File: config.mk
export PLATFORM = sky130hd
export DESIGN_NAME = stage_phase_accumulator
export DESIGN_NICKNAME = d
export VERILOG_FILES = /design/src/hw/fm_pkg.sv /design/src/hw/stage_phase_accumulator.sv
export SDC_FILE = /design/constraint.sdc
export NUM_CORES = 1
export LEC_CHECK = 0
export BUFFER_PORTS_ARGS = -buffer_cell sky130_fd_sc_hd__buf_2
export CAP_MARGIN = 25
export CELL_PAD_IN_SITES_DETAIL_PLACEMENT = 1
export CELL_PAD_IN_SITES_GLOBAL_PLACEMENT = 1
export CORE_ASPECT_RATIO = 0.6
export CORE_MARGIN = 3
export CORE_UTILIZATION = 55
export CTS_BUF_LIST = sky130_fd_sc_hd__clkbuf_4
export DETAILED_ROUTE_END_ITERATION = 10
export GPL_TIMING_DRIVEN = 0
export PLACE_DENSITY_LB_ADDON = 0.2
export REMOVE_ABC_BUFFERS = 1
export SYNTH_ARGS = -nofsm -noshare
export SYNTH_HDL_FRONTEND = slang
export SYNTH_SLANG_ARGS = --single-unit
File: constraint.sdc
create_clock -name i_Clock -period 5.8 [get_ports i_Clock]
set_clock_uncertainty 0.1 [all_clocks]
set_input_delay 0.58 -clock i_Clock [delete_from_list [all_inputs] [get_ports i_Clock]]
set_output_delay 0.58 -clock i_Clock [all_outputs]
set_load 0.01 [all_outputs]
File: src/hw/fm_pkg.sv
`default_nettype none

package fm_pkg;

    // ------------------------------
    // Sizes and counts
    // ------------------------------

    // Voice-operator slots per frame
    localparam int NUM_SLOTS = 16;
    localparam int SLOT_W = 4;

    // Phase word layout from the top bit down
    // Sign (ignored), half-wave negate, quadrant mirror, 14 index bits
    localparam int PHASE_W = 17;
    localparam int FREQ_W = 17;

    // Quarter-wave table depth
    localparam int TABLE_AW = 14;

    // Signed sample as it leaves the pipeline
    localparam int SAMPLE_W = 16;

    // Right-shift amount field
    localparam int ATTEN_W = 4;

    // Sample to phase offset scaling
    localparam int MOD_SHIFT = 1;

    // Accumulator 1, modulator 1, waveform 3, output level 1
    localparam int PIPE_LATENCY = 6;

    // ------------------------------
    // Types
    // ------------------------------

    // Where the modulation offset comes from
    typedef enum logic [1:0] {
        MOD_NONE   = 2'd0,
        MOD_SELF   = 2'd1,
        MOD_SOURCE = 2'd2
    } mod_mode_e;

    // Per-operator algorithm word, 10 bits
    typedef struct packed {
        mod_mode_e              mod_mode;
        logic [SLOT_W-1:0]      mod_source;
        logic [ATTEN_W-1:0]     attenuation;
    } algorithm_word_t;

    // Rides beside the data through every stage
    typedef struct packed {
        logic [SLOT_W-1:0]      slot;
        algorithm_word_t        algorithm;
        logic                   note_on;
    } op_ctx_t;

endpackage

`default_nettype wire

File: src/hw/stage_phase_accumulator.sv
`timescale 1ns/1ns
`default_nettype none

module stage_phase_accumulator (
    input  wire logic                       i_Clock,
    input  wire logic                       i_arst_n,

    input  wire fm_pkg::op_ctx_t            i_ctx,
    input  wire logic [fm_pkg::FREQ_W-1:0]  i_freq,

    output fm_pkg::op_ctx_t                 o_ctx,
    output logic [fm_pkg::PHASE_W-1:0]      o_phase
);

    // ------------------------------
    // Phase register file
    // ------------------------------

    // One running phase per slot
    logic [fm_pkg::PHASE_W-1:0] phase_mem [fm_pkg::NUM_SLOTS];

    // Phase for the slot now at the input
    logic [fm_pkg::PHASE_W-1:0] next_phase;

    always_comb begin
        if (i_ctx.note_on) begin
            // Wraps at PHASE_W bits
            next_phase = phase_mem[i_ctx.slot] + fm_pkg::PHASE_W'(i_freq);
        end else begin
            // Note off restarts the wave at phase zero
            next_phase = '0;
        end
    end

    // ------------------------------
    // State update
    // ------------------------------

    always_ff @(posedge i_Clock or negedge i_arst_n) begin
        if (!i_arst_n) begin
            for (int i = 0; i < fm_pkg::NUM_SLOTS; i++) begin
                phase_mem[i] <= '0;
            end
            o_ctx <= '0;
        end else begin
            // Only the visiting slot advances
            phase_mem[i_ctx.slot] <= next_phase;
            o_ctx <= i_ctx;
        end
    end

    // Outgoing phase equals the stored value
    always_ff @(posedge i_Clock) begin
        o_phase <= next_phase;
    end

endmodule

`default_nettype wire

==> summary.txt <==
Run status
  – Outcome: completed

GRT
  – Largest net degree at the start of global routing: about 120
  – Initial antenna violation count: 1
  – Vias in the first global route: 11500
  – GRT Residual Overflow: 0
  – Global-route usage over all layers: about a third
  – First-pass GRT wire length: between 60000 and 70000 um

STA
  – Max-slew violation count: 0
  – Count of final hold-check violations: 0
  – Max Fclk: 180 MHz
  – Worst slew margin: between 20 and 30%
  – Hold WS: 0.107 ns
  – RSZ-0062 raised after global routing: no
  – Slew @ Worst Pin: ~1.1 ns
  – Final setup viols: 0
  – Fin worst setup slack: 0.251 ns
  – Final Cycle Share: between 90% and 100%
  – Final worst path period need: 5.55 ns

Worst setup path
  – R2R depth: 11
  – Startpoint Class: primary input
  – CP required: 6.30 ns
  – CP arrival: a little over 6 ns
  – Crit end category: flop
  – Crit Path Category: primary input to flop
  – Maximum net fanout on the critical path: 66

Clocking
  – Clock Latency Late Sink: 0.78 ns
  – Total clock sinks: slightly above 300
  – Total CTS buffers: between 70 and 80
  – Postcts setup bufs: 0
  – Longest Clk Path Bufs: 3
  – CTS tree: yes
  – Clock root buffer: clkbuf_4
  – Post-CTS Resized: 0
  – Clock transition at path regs: approximately 0.08 ns
  – Number of H-tree levels: 3

Finish
  – Finished Cell Area: ~16000 um^2
  – Synth-to-Final Area Change: 14.0%
  – Final Core Density: between 60% and 70%
  – Nets: between 1000 and 1500
  – Share of cells above drive strength 1: between 20% and 30%

Synth
  – Post-synth EDFFs: 0
  – Top-count cell post-synth: dfrtp_1
  – Syn Inst Count: between 1000 and 1500
  – Part of the Yosys area used for sequential elements: 53.8%
  – Post-synth ARST share: 94.4%
  – Post-synthesis register bit count: approximately 300
  – Yosys top cell area share: about half
  – Yosys warnings: 0
  – Synth area leaders: dfrtp_1 51%, mux4_2 14%, o21ai_0 7.9%, nand2_1 7.0%, dfxtp_1 2.4%
  – Post-synth top cells: 287 x dfrtp_1, 262 x nand2_1, 220 x o21ai_0
  – Post-Syn Area per Cell: around 11 um^2
  – Synth Flop Type: dfrtp_1
  – Synth cell types: 48
  – Synth area leader: dfrtp_1
  – Syn Std Cell Area: around 14000 um^2

Placement
  – I/O Buffers: between 60 and 70
  – Dpl cell area: 14800 um^2
  – Detail Placement HPWL: 26000 um
  – GPL Wtd Cong: just over 0.8
  – Place WS: about 0.24 ns

Floorplanning
  – Die footprint: roughly 27000 um^2
  – Cell Rows: 44
  – Starting Density: between 50% and 60%
  – IO Pins: 66
  – Die H: between 100 and 150 um
  – CORE AREA: ~25000 um^2
  – Die X: 212 um

Route
  – DRC Markers: 0
  – Final ANT Viol Nets: 0
  – WL per Instance: between 20 and 25 um
  – Initial DRC count: 1022
  – Via count: between 10000 and 15000
  – Via density: 6.30
  – Drt pass-1 iters: 5
  – Final wirelength: ~42000 um

Power and ir drop
  – Pwr Density: ~500 nW/um^2
  – P_leak: approximately 7.4 nW
  – Maximum VDD drop: roughly 0.00023 V

Worst hold path
  – Hold depth: 1
  – Tightest Hold Check Type: primary input to flop

Run
  – Max cap viols: 0
## cells in the final DEF, fill, tap and decap left out, types with 9 or more instances in the layout
master and count:
a211o_1 17, a211oi_1 17, a21oi_1 11, a221o_1 14, a31o_2 10, a41o_1 10, and2_1 24, buf_16 15
buf_2 62, buf_4 10, clkbuf_4 112, clkinv_1 18, dfrtp_1 287, dfxtp_1 17, dlygate4sd3_1 13, ha_1 16
inv_1 20, mux4_2 84, nand2_1 262, nand4_1 10, nor2_1 18, nor3_1 14, nor4_1 17, o21ai_0 220
o21ai_2 9
## area by class of cell
| cell class | count | area, um^2 |
|---|---|---|
| diodes | 1 | 2.50 |
| repair buffers | 105 | 1000 |
| well taps | 322 | 403 |
| inverters | 20 | 75.1 |
| multi-input cells | 822 | 5940 |
| flip-flops and latches | 304 | 7520 |
| fillers | 2586 | 8620 |
| clock inverters | 23 | 143 |
| clock buffers | 112 | 841 |
## worst paths after layout
path                                               to                      start  slack, ns
setup reg to reg            phase_mem[48]$_DFFE_PN0P_  phase_mem[51]$_DFFE_PN0P_       1.08
hold reg to reg              phase_mem[2]$_DFFE_PN0P_   phase_mem[2]$_DFFE_PN0P_       0.38
setup / recovery            phase_mem[48]$_DFFE_PN0P_                  i_ctx[11]       0.25
hold / removal                    o_ctx[13]$_DFF_PN0_                  i_ctx[13]       0.11
max in group asynchronous  phase_mem[186]$_DFFE_PN0P_                   i_arst_n       4.19
min in group asynchronous          o_ctx[9]$_DFF_PN0_                   i_arst_n       0.35
## state kept, by name, indices dropped and copies added, names as in the netlist
signal and count:
phase_mem 272, o_phase 17, o_ctx 15
## per-stage QoR
stage / cells / TNS [ns] / total power, mW
after floorplan: 1146 / 0 / 4.92
after global placement: 1533 / -521.22 / 5.61
after detailed placement: 1557 / 0 / 5.91
after CTS: 1705 / 0 / 7.83
after global routing: 1709 / 0 / 8.35
final: 1709 / 0 / 7.86
## metal layers
| metal | part of all wire (%) | GRT usage, % | vias up |
|---|---|---|---|
| li1 | - | - | 4684 |
| met1 | 44 | 44.8 | 5542 |
| met2 | 47 | 49.5 | 458 |
| met3 | 7.2 | 7.36 | 87 |
| met4 | 2.5 | 9.72 | 0 |
| met5 | 0 | 0 | - |
## cell families after synthesis
logic type | Yosys count | share of synthesized area, %
AO/OA/AOI/OAI | 333 | 14.7
XOR/XNOR | 12 | 0.752
adder cells (fa/ha/maj) | 17 | 1.58
buffers and inverters | 133 | 3.89
flip-flops | 304 | 53.8
multiplexers | 89 | 13.9
AND/OR/NAND/NOR | 371 | 11.4
## timing repair
action                                  CTS  global route
endpoints found under the hold margin    99             0
hold buffers                             13             0
endpoints found under the setup margin    0             0
## power breakdown
part	switching, mW	internal (mW)	leakage [nW]
clock	0.917	0.973	0.580
sequential	0.459	2.93	3.89
combinational	1.47	1.10	2.93
## critical path, stage by stage
cell	delay, ns
dlygate4sd3_1	0.56
buf_6	0.23
buf_16	0.40
mux4_2	0.58
mux4_2	0.52
ha_1	0.28
fa_1	0.47
a211oi_2	0.38
nor3_2	0.14
o31ai_2	0.36
o221ai_1	0.20
xnor2_1	0.82
buf_4	0.30
o21ai_0	0.13
Note: power is estimated with default switching activity, not from simulation.
