## src/hw/fm_pkg.sv

```systemverilog
`default_nettype none

package fm_pkg;

    // ------------------------------
    // Sizes and counts
    // ------------------------------

    // Voice-operator slots per frame
    localparam int NUM_SLOTS = 16;
    localparam int SLOT_W = 4;

    // Phase word layout from the top bit down
    // Sign (ignored), half-wave negate, quadrant mirror, 14 index bits
    localparam int PHASE_W = 17;
    localparam int FREQ_W = 17;

    // Quarter-wave table depth
    localparam int TABLE_AW = 14;

    // Signed sample as it leaves the pipeline
    localparam int SAMPLE_W = 16;

    // Right-shift amount field
    localparam int ATTEN_W = 4;

    // Sample to phase offset scaling
    localparam int MOD_SHIFT = 1;

    // Accumulator 1, modulator 1, waveform 3, output level 1
    localparam int PIPE_LATENCY = 6;

    // ------------------------------
    // Types
    // ------------------------------

    // Where the modulation offset comes from
    typedef enum logic [1:0] {
        MOD_NONE   = 2'd0,
        MOD_SELF   = 2'd1,
        MOD_SOURCE = 2'd2
    } mod_mode_e;

    // Per-operator algorithm word, 10 bits
    typedef struct packed {
        mod_mode_e              mod_mode;
        logic [SLOT_W-1:0]      mod_source;
        logic [ATTEN_W-1:0]     attenuation;
    } algorithm_word_t;

    // Rides beside the data through every stage
    typedef struct packed {
        logic [SLOT_W-1:0]      slot;
        algorithm_word_t        algorithm;
        logic                   note_on;
    } op_ctx_t;

endpackage

`default_nettype wire

```

## src/hw/stage_phase_modulator.sv

```systemverilog
`timescale 1ns/1ns
`default_nettype none

module stage_phase_modulator (
    input  wire logic                               i_Clock,
    input  wire logic                               i_arst_n,

    input  wire fm_pkg::op_ctx_t                    i_ctx,
    input  wire logic [fm_pkg::PHASE_W-1:0]         i_phase,

    // Finished samples coming back from the output level
    input  wire logic                               i_fb_we,
    input  wire logic [fm_pkg::SLOT_W-1:0]          i_fb_slot,
    input  wire logic signed [fm_pkg::SAMPLE_W-1:0] i_fb_sample,

    output fm_pkg::op_ctx_t                         o_ctx,
    output logic [fm_pkg::PHASE_W-1:0]              o_phase
);

    // Last finished sample of each slot
    logic [fm_pkg::SAMPLE_W-1:0] sample_mem [fm_pkg::NUM_SLOTS];

    // Picked modulator sample and its phase offset
    logic [fm_pkg::SAMPLE_W-1:0] sel_sample;
    logic [fm_pkg::PHASE_W-1:0]  sel_ext;
    logic [fm_pkg::PHASE_W-1:0]  mod_offset;

    // ------------------------------
    // Offset selection
    // ------------------------------

    always_comb begin
        case (i_ctx.algorithm.mod_mode)
            fm_pkg::MOD_SELF:   sel_sample = sample_mem[i_ctx.slot];
            fm_pkg::MOD_SOURCE: sel_sample = sample_mem[i_ctx.algorithm.mod_source];
            default:            sel_sample = '0;
        endcase

        // Sign extend to phase width
        sel_ext = {{(fm_pkg::PHASE_W - fm_pkg::SAMPLE_W){sel_sample[fm_pkg::SAMPLE_W-1]}},
                   sel_sample};
        mod_offset = sel_ext << fm_pkg::MOD_SHIFT;
    end

    // ------------------------------
    // Sample store and context
    // ------------------------------

    // Read above sees the old word on a same-cycle write
    always_ff @(posedge i_Clock or negedge i_arst_n) begin
        if (!i_arst_n) begin
            for (int i = 0; i < fm_pkg::NUM_SLOTS; i++) begin
                sample_mem[i] <= '0;
            end
            o_ctx <= '0;
        end else begin
            if (i_fb_we) begin
                sample_mem[i_fb_slot] <= i_fb_sample;
            end
            o_ctx <= i_ctx;
        end
    end

    // Wraps at PHASE_W bits
    always_ff @(posedge i_Clock) begin
        o_phase <= i_phase + mod_offset;
    end

endmodule

`default_nettype wire

```

## config.mk

```make
export PLATFORM = sky130hd
export DESIGN_NAME = stage_phase_modulator
export DESIGN_NICKNAME = d
export VERILOG_FILES = /design/src/hw/fm_pkg.sv /design/src/hw/stage_phase_modulator.sv
export SDC_FILE = /design/constraint.sdc
export NUM_CORES = 1
export LEC_CHECK = 0
export BUFFER_PORTS_ARGS = -buffer_cell sky130_fd_sc_hd__buf_2
export CAP_MARGIN = 15
export CORE_MARGIN = 5
export CORE_UTILIZATION = 57
export CTS_CLUSTER_SIZE = 10
export DETAILED_ROUTE_END_ITERATION = 7
export PLACE_DENSITY = 0.78
export RECOVER_POWER = 25
export SKIP_LAST_GASP = 1
export SLEW_MARGIN = 5
export SYNTH_ARGS = -nofsm -noshare
export SYNTH_HDL_FRONTEND = slang
export SYNTH_SLANG_ARGS = --single-unit
```

## constraint.sdc

```tcl
create_clock -name i_Clock -period 9.6 [get_ports i_Clock]
set_input_delay 0.48 -clock i_Clock [delete_from_list [all_inputs] [get_ports i_Clock]]
set_output_delay 0.48 -clock i_Clock [all_outputs]
set_load 0.02 [all_outputs]
```

==> flow_summary.ini <==
[layout]
utilization_pct = 64.29
synthToLayoutAreaGrowth_pct = 10.98
drive_above_1_share_pct = 30.03
stdcell_count = 1364
num_antenna_cells = 0
fin_nets = 1082

[yosys]
synth-simple-area-share_pct = 2.329
ys_seq_area_share_pct = 47.18
syn_inst = 940
synth.avg_cell_area_um2 = 16.06
syn_nets = 1013
async_flop_share_pct = 94.10
synth_flop_cell = dfrtp_1
synth_warnings = 0
synth_most_common_cell = dfrtp_1
ys_seq_elements = 288
synth_compound_area_share_pct = 2.056
synth_top_cell_area_share_pct = 44.93
synth_top_family_by_area = multiplexers
yosys-top-cells-count = dfrtp_1, mux2_1, mux4_2
synth_edf_count = 0
synth_mux_area_share_pct = 43.02
synth_area_leader_cell = dfrtp_1
synth_xor_area_share_pct = 0.8123
yosysUniqueCellTypes = 47
synth_fa_ha_area_share_pct = 1.542
synthTopCellsByArea = dfrtp_1, mux4_2, mux2_1, dfxtp_1, ha_1
synth_area_um2 = 15090

[clock_network]
clk_latency_ns = 0.51
cts_buffer_depth = 3
post_cts_buffers = 0
cts-root-buf = clkbuf_16
ctsResizeCount = 0
ctsHoldBuffers = 0
clock_sinks = 288
clk_pin_slew_ns = 0.05
h-tree-depth = 2
cts_tree = yes
cts_buffers = 35

[sta]
setup_viol = 0
fmax_mhz = 159.0
rsz0062_at_grt = no
whs_ns = 0.03160
timing.final.ws_setup_ns = 3.311
max_slew_margin_pct = -182.3
tightest_slew_ns = 4.234
finClkSkew_ns = 0.01550
fin_setup_tns_ns = 0
post-route-period-util_pct = 65.51
drv_slew = 293
hold_viol = 0
min_period_ns = 6.289

[worst_setup_path]
reg2reg_from = sample_mem[0]$_DFFE_PN0P_
cp.required_ns = 10.04
arrival_ns = 6.73
critPathMaxFanout = 65
cp-start-kind = primary input
worst-r2r-cell-count = 14
path_class = primary input to flip-flop
r2r_setup_slack_ns = 6.03
worstSetupEndpointType = flip-flop
worstReg2RegEnd = o_phase[9]$_DFF_P_

[floorplan]
die_area_um2 = 29840
fp.dieW_um = 172.7
die_y_um = 172.7
rows = 59
coreArea_um2 = 26060
start_util_pct = 57.92
io_pins = 87

[grt]
grt_pass1_wl_um = 56610
grt.busiest_layer = met2
grt_overflow = 0
grtUsageMet2_pct = 38.56
grt_usage_pct = 23.94
gr-usage-met1_pct = 33.43
grt_pass1_vias = 9661
grtUsageMet3_pct = 5.611
antenna_found_initial = 1
grt_start_max_net_pins = 122

[outcome]
status = finished with violations
violations = capacitance limit, slew limit

[routing]
ant_nets = 0
drcViolationCount = 0
first_pass_iters = 4
routed_via_density = 6.636
post_drt_wl_per_cell_um = 25.99
first_iter_violations = 624
dr_total_vias = 9052
drt_wl_total_um = 35450

[flow_run]
max-cap-violations = 9

[place]
dp_hpwl_um = 20880
dp_slack_ns = 4.633
gp_congestion = 0.7978
portBuffers = 86
place_inst = 1307

[power_and_ir_drop]
power.density_nw_per_um2 = 217.3
ir_worst_vdd_mv = 0.1551
p_leak_nw = 7.129

[min_path]
hold_class = primary input to async pin
[stage by stage]
stage	area (um^2)	power (mW)
after global routing	16750	3.820
after detailed placement	15770	2.462
after CTS	16780	3.657
final	16750	3.640
after global placement	15770	2.421
after floorplan	15090	2.234
[routing by layer]
layer  wire length [um]  vias up  part of all wire, %
li1                   -     3814                    -
met1              14460     4812                   41
met2              17470      367                   49
met3               2757       57                  7.8
met4                746        2                  2.1
met5                 12        -                0.034
[cells by family (layout without fill, tap and decap cells)]
logic type,Yosys count,in the layout
flops,288,288
simple gates,68,68
buf+inv,87,176
fa+ha+maj,18,18
xor+xnor,14,14
compound gates,47,47
mux,418,418
[worst max-delay path by stage]
| stage | depth (start not counted) | slack [ns] | endpoint | from |
|---|---|---|---|---|
| 2_1_floorplan | 17 | 5.84 | o_phase[9]$_DFF_P_ | i_ctx[7] |
| 3_3_place_gp | 15 | 4.72 | o_phase[15]$_DFF_P_ | i_ctx[5] |
| 3_5_place_dp | 16 | 4.63 | o_phase[9]$_DFF_P_ | i_ctx[5] |
| 4_1_cts | 15 | 5.16 | o_phase[15]$_DFF_P_ | i_ctx[5] |
| 5_1_grt | 14 | 2.92 | o_phase[12]$_DFF_P_ | i_ctx[7] |
| 6_report | 16 | 3.31 | o_phase[9]$_DFF_P_ | i_ctx[7] |
[final cells by class]
class	instances	area, um^2
clock buffer	56	1007
fill	1867	9306
timing repair buffer	111	603.1
sequential	288	7122
multi-input combinational	565	7566
inverter	8	30.03
clock inverter	1	5.005
tap	335	419.2
[layout by cell type (no fill, tap or decap), types with 3 or more instances in the layout]
| cell type | n |
|---|---|
| o21bai_1 | 4 |
| nand2_1 | 11 |
| mux2i_1 | 3 |
| or3_1 | 5 |
| ha_1 | 17 |
| mux2_1 | 250 |
| inv_1 | 8 |
| xnor2_1 | 10 |
| buf_4 | 21 |
| nor3_2 | 3 |
| nand2b_1 | 3 |
| nor2_2 | 4 |
| mux4_1 | 6 |
| dfxtp_1 | 17 |
| xor2_1 | 4 |
| clkbuf_16 | 37 |
| a22oi_1 | 15 |
| nor2_1 | 19 |
| o21ai_0 | 3 |
| nand3_1 | 8 |
| dfrtp_1 | 271 |
| clkbuf_1 | 30 |
| a21oi_1 | 11 |
| a21o_1 | 4 |
| mux4_2 | 151 |
| buf_2 | 77 |
| o21ai_1 | 3 |
| mux2_2 | 8 |
[power by group]
group | total (mW) | switching (mW) | internal, mW
Combinational | 0.774 | 0.294 | 0.480
Sequential | 1.68 | 0.195 | 1.49
Clock | 1.18 | 0.472 | 0.712
Total | 3.64 | 0.961 | 2.68
[registers in the layout (all words and copies together), names as in the netlist]
name / flops
o_phase: 17
o_ctx: 15
sample_mem: 256
[worst max-delay path, cell delays in order]
cell	delay, ns
buf_2	0.07
clkbuf_1	2.96
mux4_2	0.53
mux4_2	0.49
a22oi_1	0.45
nor2_1	0.09
ha_1	0.24
inv_1	0.08
fa_1	0.20
nor2b_1	0.08
o31a_1	0.28
o21ai_1	0.13
nand2b_1	0.10
a21o_1	0.19
a21oi_1	0.20
xnor2_1	0.13
Power figures use the tool's default switching activity.
