===== src/hw/fm_pkg.sv =====
`default_nettype none

package fm_pkg;

    // ------------------------------
    // Sizes and counts
    // ------------------------------

    // Voice-operator slots per frame
    localparam int NUM_SLOTS = 16;
    localparam int SLOT_W = 4;

    // Phase word layout from the top bit down
    // Sign (ignored), half-wave negate, quadrant mirror, 14 index bits
    localparam int PHASE_W = 17;
    localparam int FREQ_W = 17;

    // Quarter-wave table depth
    localparam int TABLE_AW = 14;

    // Signed sample as it leaves the pipeline
    localparam int SAMPLE_W = 16;

    // Right-shift amount field
    localparam int ATTEN_W = 4;

    // Sample to phase offset scaling
    localparam int MOD_SHIFT = 1;

    // Accumulator 1, modulator 1, waveform 3, output level 1
    localparam int PIPE_LATENCY = 6;

    // ------------------------------
    // Types
    // ------------------------------

    // Where the modulation offset comes from
    typedef enum logic [1:0] {
        MOD_NONE   = 2'd0,
        MOD_SELF   = 2'd1,
        MOD_SOURCE = 2'd2
    } mod_mode_e;

    // Per-operator algorithm word, 10 bits
    typedef struct packed {
        mod_mode_e              mod_mode;
        logic [SLOT_W-1:0]      mod_source;
        logic [ATTEN_W-1:0]     attenuation;
    } algorithm_word_t;

    // Rides beside the data through every stage
    typedef struct packed {
        logic [SLOT_W-1:0]      slot;
        algorithm_word_t        algorithm;
        logic                   note_on;
    } op_ctx_t;

endpackage

`default_nettype wire


===== src/hw/stage_output_level.sv =====
`timescale 1ns/1ns
`default_nettype none

module stage_output_level (
    input  wire logic                               i_Clock,
    input  wire logic                               i_arst_n,

    input  wire fm_pkg::op_ctx_t                    i_ctx,
    input  wire logic signed [fm_pkg::SAMPLE_W-1:0] i_waveform,

    output fm_pkg::op_ctx_t                         o_ctx,
    output logic signed [fm_pkg::SAMPLE_W-1:0]      o_sample,

    // Back to the modulator sample store
    output logic                                    o_fb_we,
    output logic [fm_pkg::SLOT_W-1:0]               o_fb_slot,
    output logic signed [fm_pkg::SAMPLE_W-1:0]      o_fb_sample
);

    // Low through reset, then one write per slot
    logic fb_we_q;

    // ------------------------------
    // Level and mute
    // ------------------------------

    always_ff @(posedge i_Clock or negedge i_arst_n) begin
        if (!i_arst_n) begin
            o_sample <= '0;
            o_ctx    <= '0;
            fb_we_q  <= 1'b0;
        end else begin
            if (i_ctx.note_on) begin
                // Arithmetic shift keeps the sign
                o_sample <= i_waveform >>> i_ctx.algorithm.attenuation;
            end else begin
                // Muted slot also clears its stored sample
                o_sample <= '0;
            end
            o_ctx   <= i_ctx;
            fb_we_q <= 1'b1;
        end
    end

    // Same cycle as the output
    assign o_fb_we     = fb_we_q;
    assign o_fb_slot   = o_ctx.slot;
    assign o_fb_sample = o_sample;

endmodule

`default_nettype wire


===== config.mk =====
export PLATFORM = sky130hd
export DESIGN_NAME = stage_output_level
export DESIGN_NICKNAME = d
export VERILOG_FILES = /design/src/hw/fm_pkg.sv /design/src/hw/stage_output_level.sv
export SDC_FILE = /design/constraint.sdc
export NUM_CORES = 1
export LEC_CHECK = 0
export ABC_AREA = 1
export BUFFER_PORTS_ARGS = -buffer_cell sky130_fd_sc_hd__buf_2
export CAP_MARGIN = 20
export CORE_MARGIN = 2
export CORE_UTILIZATION = 30
export DETAILED_ROUTE_END_ITERATION = 10
export HOLD_SLACK_MARGIN = 0.1
export SKIP_LAST_GASP = 1
export SYNTH_ARGS = -nofsm -noshare
export SYNTH_HDL_FRONTEND = slang
export SYNTH_SLANG_ARGS = --single-unit

===== constraint.sdc =====
create_clock -name i_Clock -period 0.8 [get_ports i_Clock]
set_clock_uncertainty 0.05 [all_clocks]
set_input_delay 0.04 -clock i_Clock [delete_from_list [all_inputs] [get_ports i_Clock]]
set_output_delay 0.04 -clock i_Clock [all_outputs]
set_load 0.01 [all_outputs]

==> impl_metrics.env, run 1 <==
export IMPL_outcome="finished, violations left"
export IMPL_violations="setup timing"
export IMPL_cts_setup_buffers=0
export IMPL_fmax_mhz=1100
export IMPL_synth_area_leaders="dfrtp_1, nand2_1, nand3_1"
export IMPL_drc=0
export IMPL_synthSimpleGateAreaFrac_pct=33.0
export IMPL_finalHoldViolations=0
export IMPL_die_w_um=80.3
export IMPL_setup_ws_ns=-0.111
export IMPL_synth_seq_cells=32
export IMPL_vias_per_cell=4.53
export IMPL_crit_chain="buf_2"
export IMPL_core_area_sq_um=5570
export IMPL_stdcell_area_sq_um=2550
export IMPL_cts_made_buffers=5
export IMPL_fin_util_pct=45.7
export IMPL_worstPathMaxFanout=2
export IMPL_synth_compound_area_share_pct=5.59
export IMPL_port_buffers=84
export IMPL_clockBufferDepth=2
export IMPL_clock_sinks=32
export IMPL_vias=1748
export IMPL_io_pins=85
export IMPL_fin_crit_sh_pct=114
export IMPL_leakage_nw=1.40
export IMPL_max_vdd_ir_drop_v=0.000929
export IMPL_drt_total_wl_um=4480
export IMPL_ctsHtreeMaxLevel=2
export IMPL_hold_class="in2reg"
export IMPL_final_nets=346
export IMPL_cpMaxStageDelayCell="dfrtp_1"
export IMPL_antenna_found_initial=0
export IMPL_dieArea_sq_um=6440
export IMPL_row_count=27
export IMPL_netlist_area_leader_share_pct=45.9
export IMPL_syn_area_per_cell_sq_um=7.93
export IMPL_drt_pass1_iter_count=5
export IMPL_crit_family="flip-flops"
export IMPL_grt_pass1_vias=1604
export IMPL_worstSetupEndpointType="output port"
export IMPL_path_class="reg2out"
export IMPL_grt_max_degree=33
export IMPL_yosys_warnings=0
export IMPL_period_needed_ns=0.911
export IMPL_start_util_pct=31.3
export IMPL_slew_viol_final=0
export IMPL_gp_congestion=0.861
export IMPL_post_dp_cell_area_sq_um=2210
export IMPL_synth_area_leader_cell="dfrtp_1"
export IMPL_synth_area_sq_um=1750
export IMPL_preCtsSetupSlack_ns=-0.323
export IMPL_wl_per_cell_um=11.6
export IMPL_synthAdderAreaFrac_pct=0
export IMPL_synthMuxAreaShare_pct=0
export IMPL_grt_pass1_wl_um=7250
export IMPL_synth_top_family_by_area="simple AND/OR/NAND/NOR gates"
export IMPL_final_cell_mix="buf_2, nand2_1, nand3_1"
export IMPL_overflow=0
export IMPL_cts_root_buf="clkbuf_8"
export IMPL_worst_path_buf_inv=1
export IMPL_power_total_mw=4.04
export IMPL_tritoncts="built"
export IMPL_diodes=0
export IMPL_power_density_nw_per_um2=1580
export IMPL_setup_violations=52
export IMPL_cp_start_kind="flop"
export IMPL_seq_area_frac_synth_pct=45.9
export IMPL_track_usage_pct=14.5
export IMPL_drive_above_1_share_pct=40.8
export IMPL_clkTransAtPathRegs_ns=0.06
export IMPL_critPathArrivalTime_ns=0.82
export IMPL_rsz0062_at_grt="true"
export IMPL_die_height_um=80.3
export IMPL_synth_nets=253
export IMPL_crit_required_ns=0.71
export IMPL_final_common_cell="buf_2"
export IMPL_drt_iter0_markers=51
export IMPL_maxCapViolCount=0
export IMPL_syn2layout_area_growth_pct=45.9
export IMPL_max_stage_delay_ns=0.40
export IMPL_hpwl_um=3430
export IMPL_yosysUniqueCellTypes=19
export IMPL_synthXorXnorAreaFrac_pct=0
export IMPL_postRouteAntennaNets=0
export IMPL_synthCells=220
per-stage QoR:
stage | instances | TNS, ns | hold slack (ns)
after floorplan | 220 | -0.174 | -0.306
after global placement | 361 | -4.02 | -0.0441
after detailed placement | 361 | -4.16 | -0.0470
after CTS | 385 | -4.85 | 0.0848
after global routing | 386 | -5.81 | 0.103
final | 386 | -3.84 | 0.0838
layer usage:
layer | share of wire [%] | global-route usage, %
met5 | 0 | 0
met4 | 1.7 | 5.59
met1 | 44 | 17.5
met2 | 49 | 25.5
met3 | 5.8 | 2.70
power by group:
part	internal, mW	leakage [nW]	switching [mW]
sequential	1.72	0.395	0.0421
combinational	0.474	0.958	0.570
clock	0.685	0.0510	0.547
total	2.88	1.40	1.16
final cells by class:
cell class,instances,area [sq um]
Clock buffer,6,82.6
Clock inverter,2,10.0
Fill cell,557,3030
Inverter,10,50.0
Multi-Input combinational cell,148,707
Sequential cell,32,801
Tap cell,72,90.1
Timing Repair Buffer,116,807
cells in the mapped netlist:
cell type  count
dfrtp_1       32
inv_1          7
buf_4         21
nand2_2        2
buf_8          1
a21oi_1       11
conb_1         1
o21ai_0        2
a21oi_2        2
inv_2          2
nand2_1       75
nand3_1       41
clkinv_1       1
buf_2          4
clkbuf_1       1
nor2_1         7
o211ai_1       2
nand3_2        5
buf_6          3
flip-flops by register name, indices dropped and copies added (netlist names):
signal       count
o_ctx           11
o_fb_sample     16
o_fb_slot        4
o_fb_we          1
worst paths after layout:
kind / from / cells after the start / end
min: i_waveform[15] / 4 / o_fb_sample[15]
max: o_fb_sample[9] / 1 / o_fb_sample[9]
max in group asynchronous: i_arst_n / 3 / o_fb_sample[7]
min in group asynchronous: i_arst_n / 3 / o_ctx[0]
cell families (layout without fill, tap and decap cells):
logic type      count (synthesis)  count (layout)
compound gates                 17              17
buf+inv                        40             134
simple gates                  130             130
flops                          32              32
other cells                     1               1
timing repair:
item                                   in CTS  in global routing
setup endpoints to repair                  56                 69
pin swaps                                   0                  3
endpoints found under the hold margin      50                  0
hold buffers                               16                  0
gates resized for setup                     1                 17
cloned                                      0                  1
Note: power is estimated with default switching activity, not from simulation.
==> inputs of run 2 (changes only) <==
--- a/config.mk
+++ b/config.mk
@@ -8,10 +8,14 @@
 export ABC_AREA = 1
 export BUFFER_PORTS_ARGS = -buffer_cell sky130_fd_sc_hd__buf_2
 export CAP_MARGIN = 20
+export CELL_PAD_IN_SITES_DETAIL_PLACEMENT = 0
+export CELL_PAD_IN_SITES_GLOBAL_PLACEMENT = 1
 export CORE_MARGIN = 2
 export CORE_UTILIZATION = 30
+export CTS_CLUSTER_DIAMETER = 120
 export DETAILED_ROUTE_END_ITERATION = 10
 export HOLD_SLACK_MARGIN = 0.1
+export PLACE_DENSITY_LB_ADDON = 0.1
 export SKIP_LAST_GASP = 1
 export SYNTH_ARGS = -nofsm -noshare
 export SYNTH_HDL_FRONTEND = slang
==> impl_metrics.env, run 2 (synthesis results as in run 1) <==
export IMPL_hold_class="in2reg"
export IMPL_violations="setup timing"
export IMPL_dieArea_sq_um=6440
export IMPL_grt_max_degree=33
export IMPL_setup_ws_ns=-0.0940
export IMPL_power_total_mw=4.26
export IMPL_nFillCells=604
export IMPL_leakage_nw=1.39
export IMPL_cpMaxStageDelayCell="dfrtp_1"
export IMPL_cts_made_buffers=5
export IMPL_clock_sinks=32
export IMPL_largest_register_ff_count=16
export IMPL_overflow=0
export IMPL_clockBufferDepth=2
export IMPL_vias=1687
export IMPL_die_height_um=80.3
export IMPL_port_buffers=84
export IMPL_critPathArrivalTime_ns=0.80
export IMPL_grt_use_met1_pct=19.0
export IMPL_worst_path_buf_inv=1
export IMPL_drt_iter0_markers=61
export IMPL_use_met2_pct=25.1
export IMPL_cts_setup_buffers=0
export IMPL_setup_violations=52
export IMPL_path_class="reg2out"
export IMPL_outcome="finished, violations left"
export IMPL_clkTransAtPathRegs_ns=0.07
export IMPL_max_vdd_ir_drop_v=0.000838
export IMPL_hpwl_um=3550
export IMPL_fin_util_pct=45.0
export IMPL_drt_total_wl_um=4570
export IMPL_syn2layout_area_growth_pct=43.7
export IMPL_ctsHtreeMaxLevel=2
export IMPL_wl_per_cell_um=11.9
export IMPL_drt_pass1_iter_count=4
export IMPL_fin_crit_sh_pct=112
export IMPL_fmax_mhz=1120
export IMPL_drc=0
export IMPL_hold_buffers=16
export IMPL_grt_use_met3_pct=2.13
export IMPL_gp_congestion=0.721
export IMPL_crit_family="flip-flops"
export IMPL_crit_required_ns=0.71
export IMPL_crit_chain="buf_2"
export IMPL_drive_above_1_share_pct=39.7
export IMPL_fin_setup_tns_ns=-3.60
export IMPL_regArea_sq_um=801
export IMPL_post_dp_cell_area_sq_um=2210
export IMPL_rsz0062_at_grt="true"
export IMPL_top_usage_layer="met2"
export IMPL_row_count=27
export IMPL_antenna_found_initial=0
export IMPL_cts_root_buf="clkbuf_8"
export IMPL_tritoncts="built"
export IMPL_worstSetupEndpointType="output port"
export IMPL_stdcell_area_sq_um=2510
export IMPL_grt_pass1_vias=1566
export IMPL_diodes=0
export IMPL_slew_viol_final=0
export IMPL_worstPathMaxFanout=2
export IMPL_die_w_um=80.3
export IMPL_track_usage_pct=14.7
export IMPL_io_pins=85
export IMPL_maxCapViolCount=0
export IMPL_core_area_sq_um=5570
export IMPL_cp_start_kind="flop"
export IMPL_max_stage_delay_ns=0.39
export IMPL_vias_per_cell=4.39
export IMPL_final_cell_mix="buf_2, nand2_1, nand3_1"
export IMPL_finalHoldViolations=0
export IMPL_grt_pass1_wl_um=7400
export IMPL_final_nets=344
export IMPL_power_density_nw_per_um2=1700
export IMPL_period_needed_ns=0.894
export IMPL_final_common_cell="buf_2"
export IMPL_postRouteAntennaNets=0
export IMPL_multi_input_area_sq_um=698
export IMPL_start_util_pct=31.3
==> run 2: what timing repair did <==
item	4_1_cts	5_1_grt
endpoints found under the setup margin	56	67
gates resized for setup	1	9
gates cloned	0	0
hold endpoints to repair	50	1
==> run 2: metrics by stage <==
stage | hold slack (ns) | setup WS, ns | cells
final | 0.0304 | -0.0940 | 384
after CTS | 0.0273 | -0.110 | 384
after floorplan | -0.306 | -0.0403 | 220
after global routing | 0.0504 | -0.133 | 384
after global placement | -0.0454 | -0.290 | 360
after detailed placement | -0.0441 | -0.300 | 360
==> run 2: layout make-up <==
| type | count | area share [%] |
|---|---|---|
| Clock buffer | 5 | 2.74 |
| Clock inverter | 3 | 1.70 |
| Inverter | 10 | 1.80 |
| Multi-Input combinational cell | 148 | 27.8 |
| Sequential cell | 32 | 31.9 |
| Tap cell | 72 | 3.59 |
| Timing Repair Buffer | 114 | 30.4 |
==> run 2: layer usage <==
| metal | vias up | part of all wire, % |
|---|---|---|
| met2 | 53 | 50 |
| met5 | - | 0 |
| met4 | 0 | 1.0 |
| met1 | 761 | 44 |
| li1 | 868 | - |
| met3 | 5 | 4.4 |
==> run 2: power by group <==
part	total (mW)	internal, mW	switching [mW]
sequential	1.75	1.72	0.0341
combinational	1.01	0.451	0.563
clock	1.50	0.920	0.576
total	4.26	3.09	1.17
==> run 2: worst paths after layout <==
check	from	slack [ns]	endpoint	depth (start not counted)
max	o_fb_slot[2]	-0.09	o_fb_slot[2]	1
min	i_ctx[4]	0.03	o_fb_sample[0]	4
max in group asynchronous	i_arst_n	0.33	o_fb_sample[8]	3
min in group asynchronous	i_arst_n	0.19	o_ctx[7]	3
==> inputs of run 3 (changes only) <==
--- a/config.mk
+++ b/config.mk
@@ -5,7 +5,6 @@
 export SDC_FILE = /design/constraint.sdc
 export NUM_CORES = 1
 export LEC_CHECK = 0
-export ABC_AREA = 1
 export BUFFER_PORTS_ARGS = -buffer_cell sky130_fd_sc_hd__buf_2
 export CAP_MARGIN = 20
 export CELL_PAD_IN_SITES_DETAIL_PLACEMENT = 0
==> impl_metrics.env, run 3 <==
export IMPL_hold_class="in2reg"
export IMPL_synth_seq_cells=32
export IMPL_synth_area_sq_um=1780
export IMPL_clkTransAtPathRegs_ns=0.06
export IMPL_grt_pass1_wl_um=7660
export IMPL_path_class="in2reg"
export IMPL_violations="setup timing"
export IMPL_yosys_warnings=0
export IMPL_synthArstFlopShare_pct=100
export IMPL_synth_nets=180
export IMPL_finalHoldViolations=0
export IMPL_antenna_found_initial=0
export IMPL_critPathArrivalTime_ns=1.25
export IMPL_synth_edff_count=0
export IMPL_final_cell_mix="buf_2, buf_4, dfrtp_1"
export IMPL_crit_required_ns=0.94
export IMPL_die_height_um=81.0
export IMPL_dieArea_sq_um=6560
export IMPL_setup_ws_ns=-0.310
export IMPL_leakage_nw=1.44
export IMPL_drt_total_wl_um=4800
export IMPL_synthCells=147
export IMPL_hold_buffers=14
export IMPL_port_buffers=84
export IMPL_fin_crit_sh_pct=139
export IMPL_cts_root_buf="clkbuf_8"
export IMPL_power_total_mw=4.37
export IMPL_clockBufferDepth=2
export IMPL_clock_sinks=32
export IMPL_wl_per_cell_um=13.8
export IMPL_yosysMostFrequentCell="dfrtp_1"
export IMPL_hpwl_um=3750
export IMPL_drt_pass1_iter_count=4
export IMPL_worstPathMaxFanout=7
export IMPL_worst_path_buf_inv=3
export IMPL_io_pins=85
export IMPL_period_needed_ns=1.11
export IMPL_die_w_um=81.0
export IMPL_row_count=28
export IMPL_netlist_area_leader_share_pct=45.0
export IMPL_final_cells=347
export IMPL_grt_max_degree=33
export IMPL_core_area_sq_um=5820
export IMPL_grt_pass1_vias=1591
export IMPL_power_density_nw_per_um2=1500
export IMPL_ctsHtreeMaxLevel=2
export IMPL_cts_made_buffers=5
export IMPL_vias_per_cell=4.54
export IMPL_largest_register_ff_count=16
export IMPL_hold_ws_ns=0.0710
export IMPL_synth_area_leaders="dfrtp_1, mux4_1, buf_4"
export IMPL_synth_area_leader_cell="dfrtp_1"
export IMPL_max_vdd_ir_drop_v=0.000646
export IMPL_crit_family="multiplexers"
export IMPL_overflow=0
export IMPL_max_stage_delay_ns=0.50
export IMPL_diodes=0
export IMPL_worstSetupEndpointType="flop"
export IMPL_yosysUniqueCellTypes=36
export IMPL_cp_start_kind="input port"
export IMPL_gp_congestion=0.896
export IMPL_start_util_pct=30.6
export IMPL_synth_common_cells="dfrtp_1, buf_4, mux2i_1, nand2_1"
export IMPL_tritoncts="built"
export IMPL_setup_violations=67
export IMPL_syn2layout_area_growth_pct=64.3
export IMPL_postRouteAntennaNets=0
export IMPL_final_nets=305
export IMPL_maxCapViolCount=0
export IMPL_rsz0062_at_grt="true"
export IMPL_place_inst=322
export IMPL_outcome="finished, violations left"
export IMPL_slew_viol_final=0
export IMPL_track_usage_pct=15.6
export IMPL_crit_chain="buf_8 > buf_12 > buf_12 > mux2i_2 > mux4_2 > o31ai_2"
export IMPL_drive_above_1_share_pct=66.5
export IMPL_fmax_mhz=901
export IMPL_vias=1576
export IMPL_syn_area_per_cell_sq_um=12.1
export IMPL_final_common_cell="buf_2"
export IMPL_drt_iter0_markers=55
export IMPL_cpMaxStageDelayCell="mux4_2"
export IMPL_ys_flop_type="dfrtp_1"
export IMPL_drc=0
export IMPL_crit_top_cell="buf_12"
export IMPL_seq_area_frac_synth_pct=45.0
## run 3: final timing paths
kind / depth (start not counted) / slack (ns) / to / from
worst min-delay path: 3 / 0.07 / o_fb_sample[4] / i_ctx[0]
max in group asynchronous: 3 / 0.34 / o_fb_sample[15] / i_arst_n
min in group asynchronous: 3 / 0.19 / o_ctx[9] / i_arst_n
worst max-delay path: 6 / -0.31 / o_fb_sample[1] / i_ctx[1]
## run 3: metrics by stage
stage	area (sq um)	setup TNS, ns	setup slack [ns]	util (%)
2_1_floorplan	1850	-4.01	-0.436	-
3_3_place_gp	2510	-8.22	-0.632	43.1
3_5_place_dp	2510	-8.11	-0.634	43.1
4_1_cts	2850	-7.49	-0.305	49.1
5_1_grt	2920	-9.71	-0.350	50.2
6_report	2920	-6.76	-0.310	50.2
## run 3: cell families (layout without fill, tap and decap cells)
logic type | count (synthesis) | in the layout | synth area share (%)
buf+inv | 34 | 159 | 13.3
compound gates | 23 | 23 | 9.64
mux | 29 | 29 | 24.5
flops | 32 | 32 | 45.0
other cells | 1 | 1 | 0.211
simple gates | 28 | 28 | 7.32
## run 3: cell type report
cell class | count | area [sq um]
repair buffers | 148 | 1050
inverters | 4 | 18.8
well taps | 75 | 93.8
fillers | 547 | 2900
flip-flops and latches | 32 | 801
clock buffers | 7 | 96.3
multi-input cells | 81 | 858
## run 3: power breakdown
part / internal (mW) / switching [mW] / leakage [nW]
Clock: 0.765 / 0.536 / 0.0503
Sequential: 1.72 / 0.0403 / 0.392
Combinational: 0.710 / 0.597 / 0.999
## run 3: timing repair
action / 4_1_cts / 5_1_grt
hold endpoints to repair: 48 / 2
resized for setup: 21 / 14
pin swaps: 6 / 4
setup buffers: 3 / 0
gates cloned: 1 / 0
endpoints found under the setup margin: 67 / 67
## run 3: per-layer routing
metal	up-vias	GRT usage, %	part of all wire (%)
met5	-	0	0
met4	0	7.29	2.2
met1	748	19.3	44
met3	9	3.00	5.7
met2	63	26.3	49
li1	756	-	-
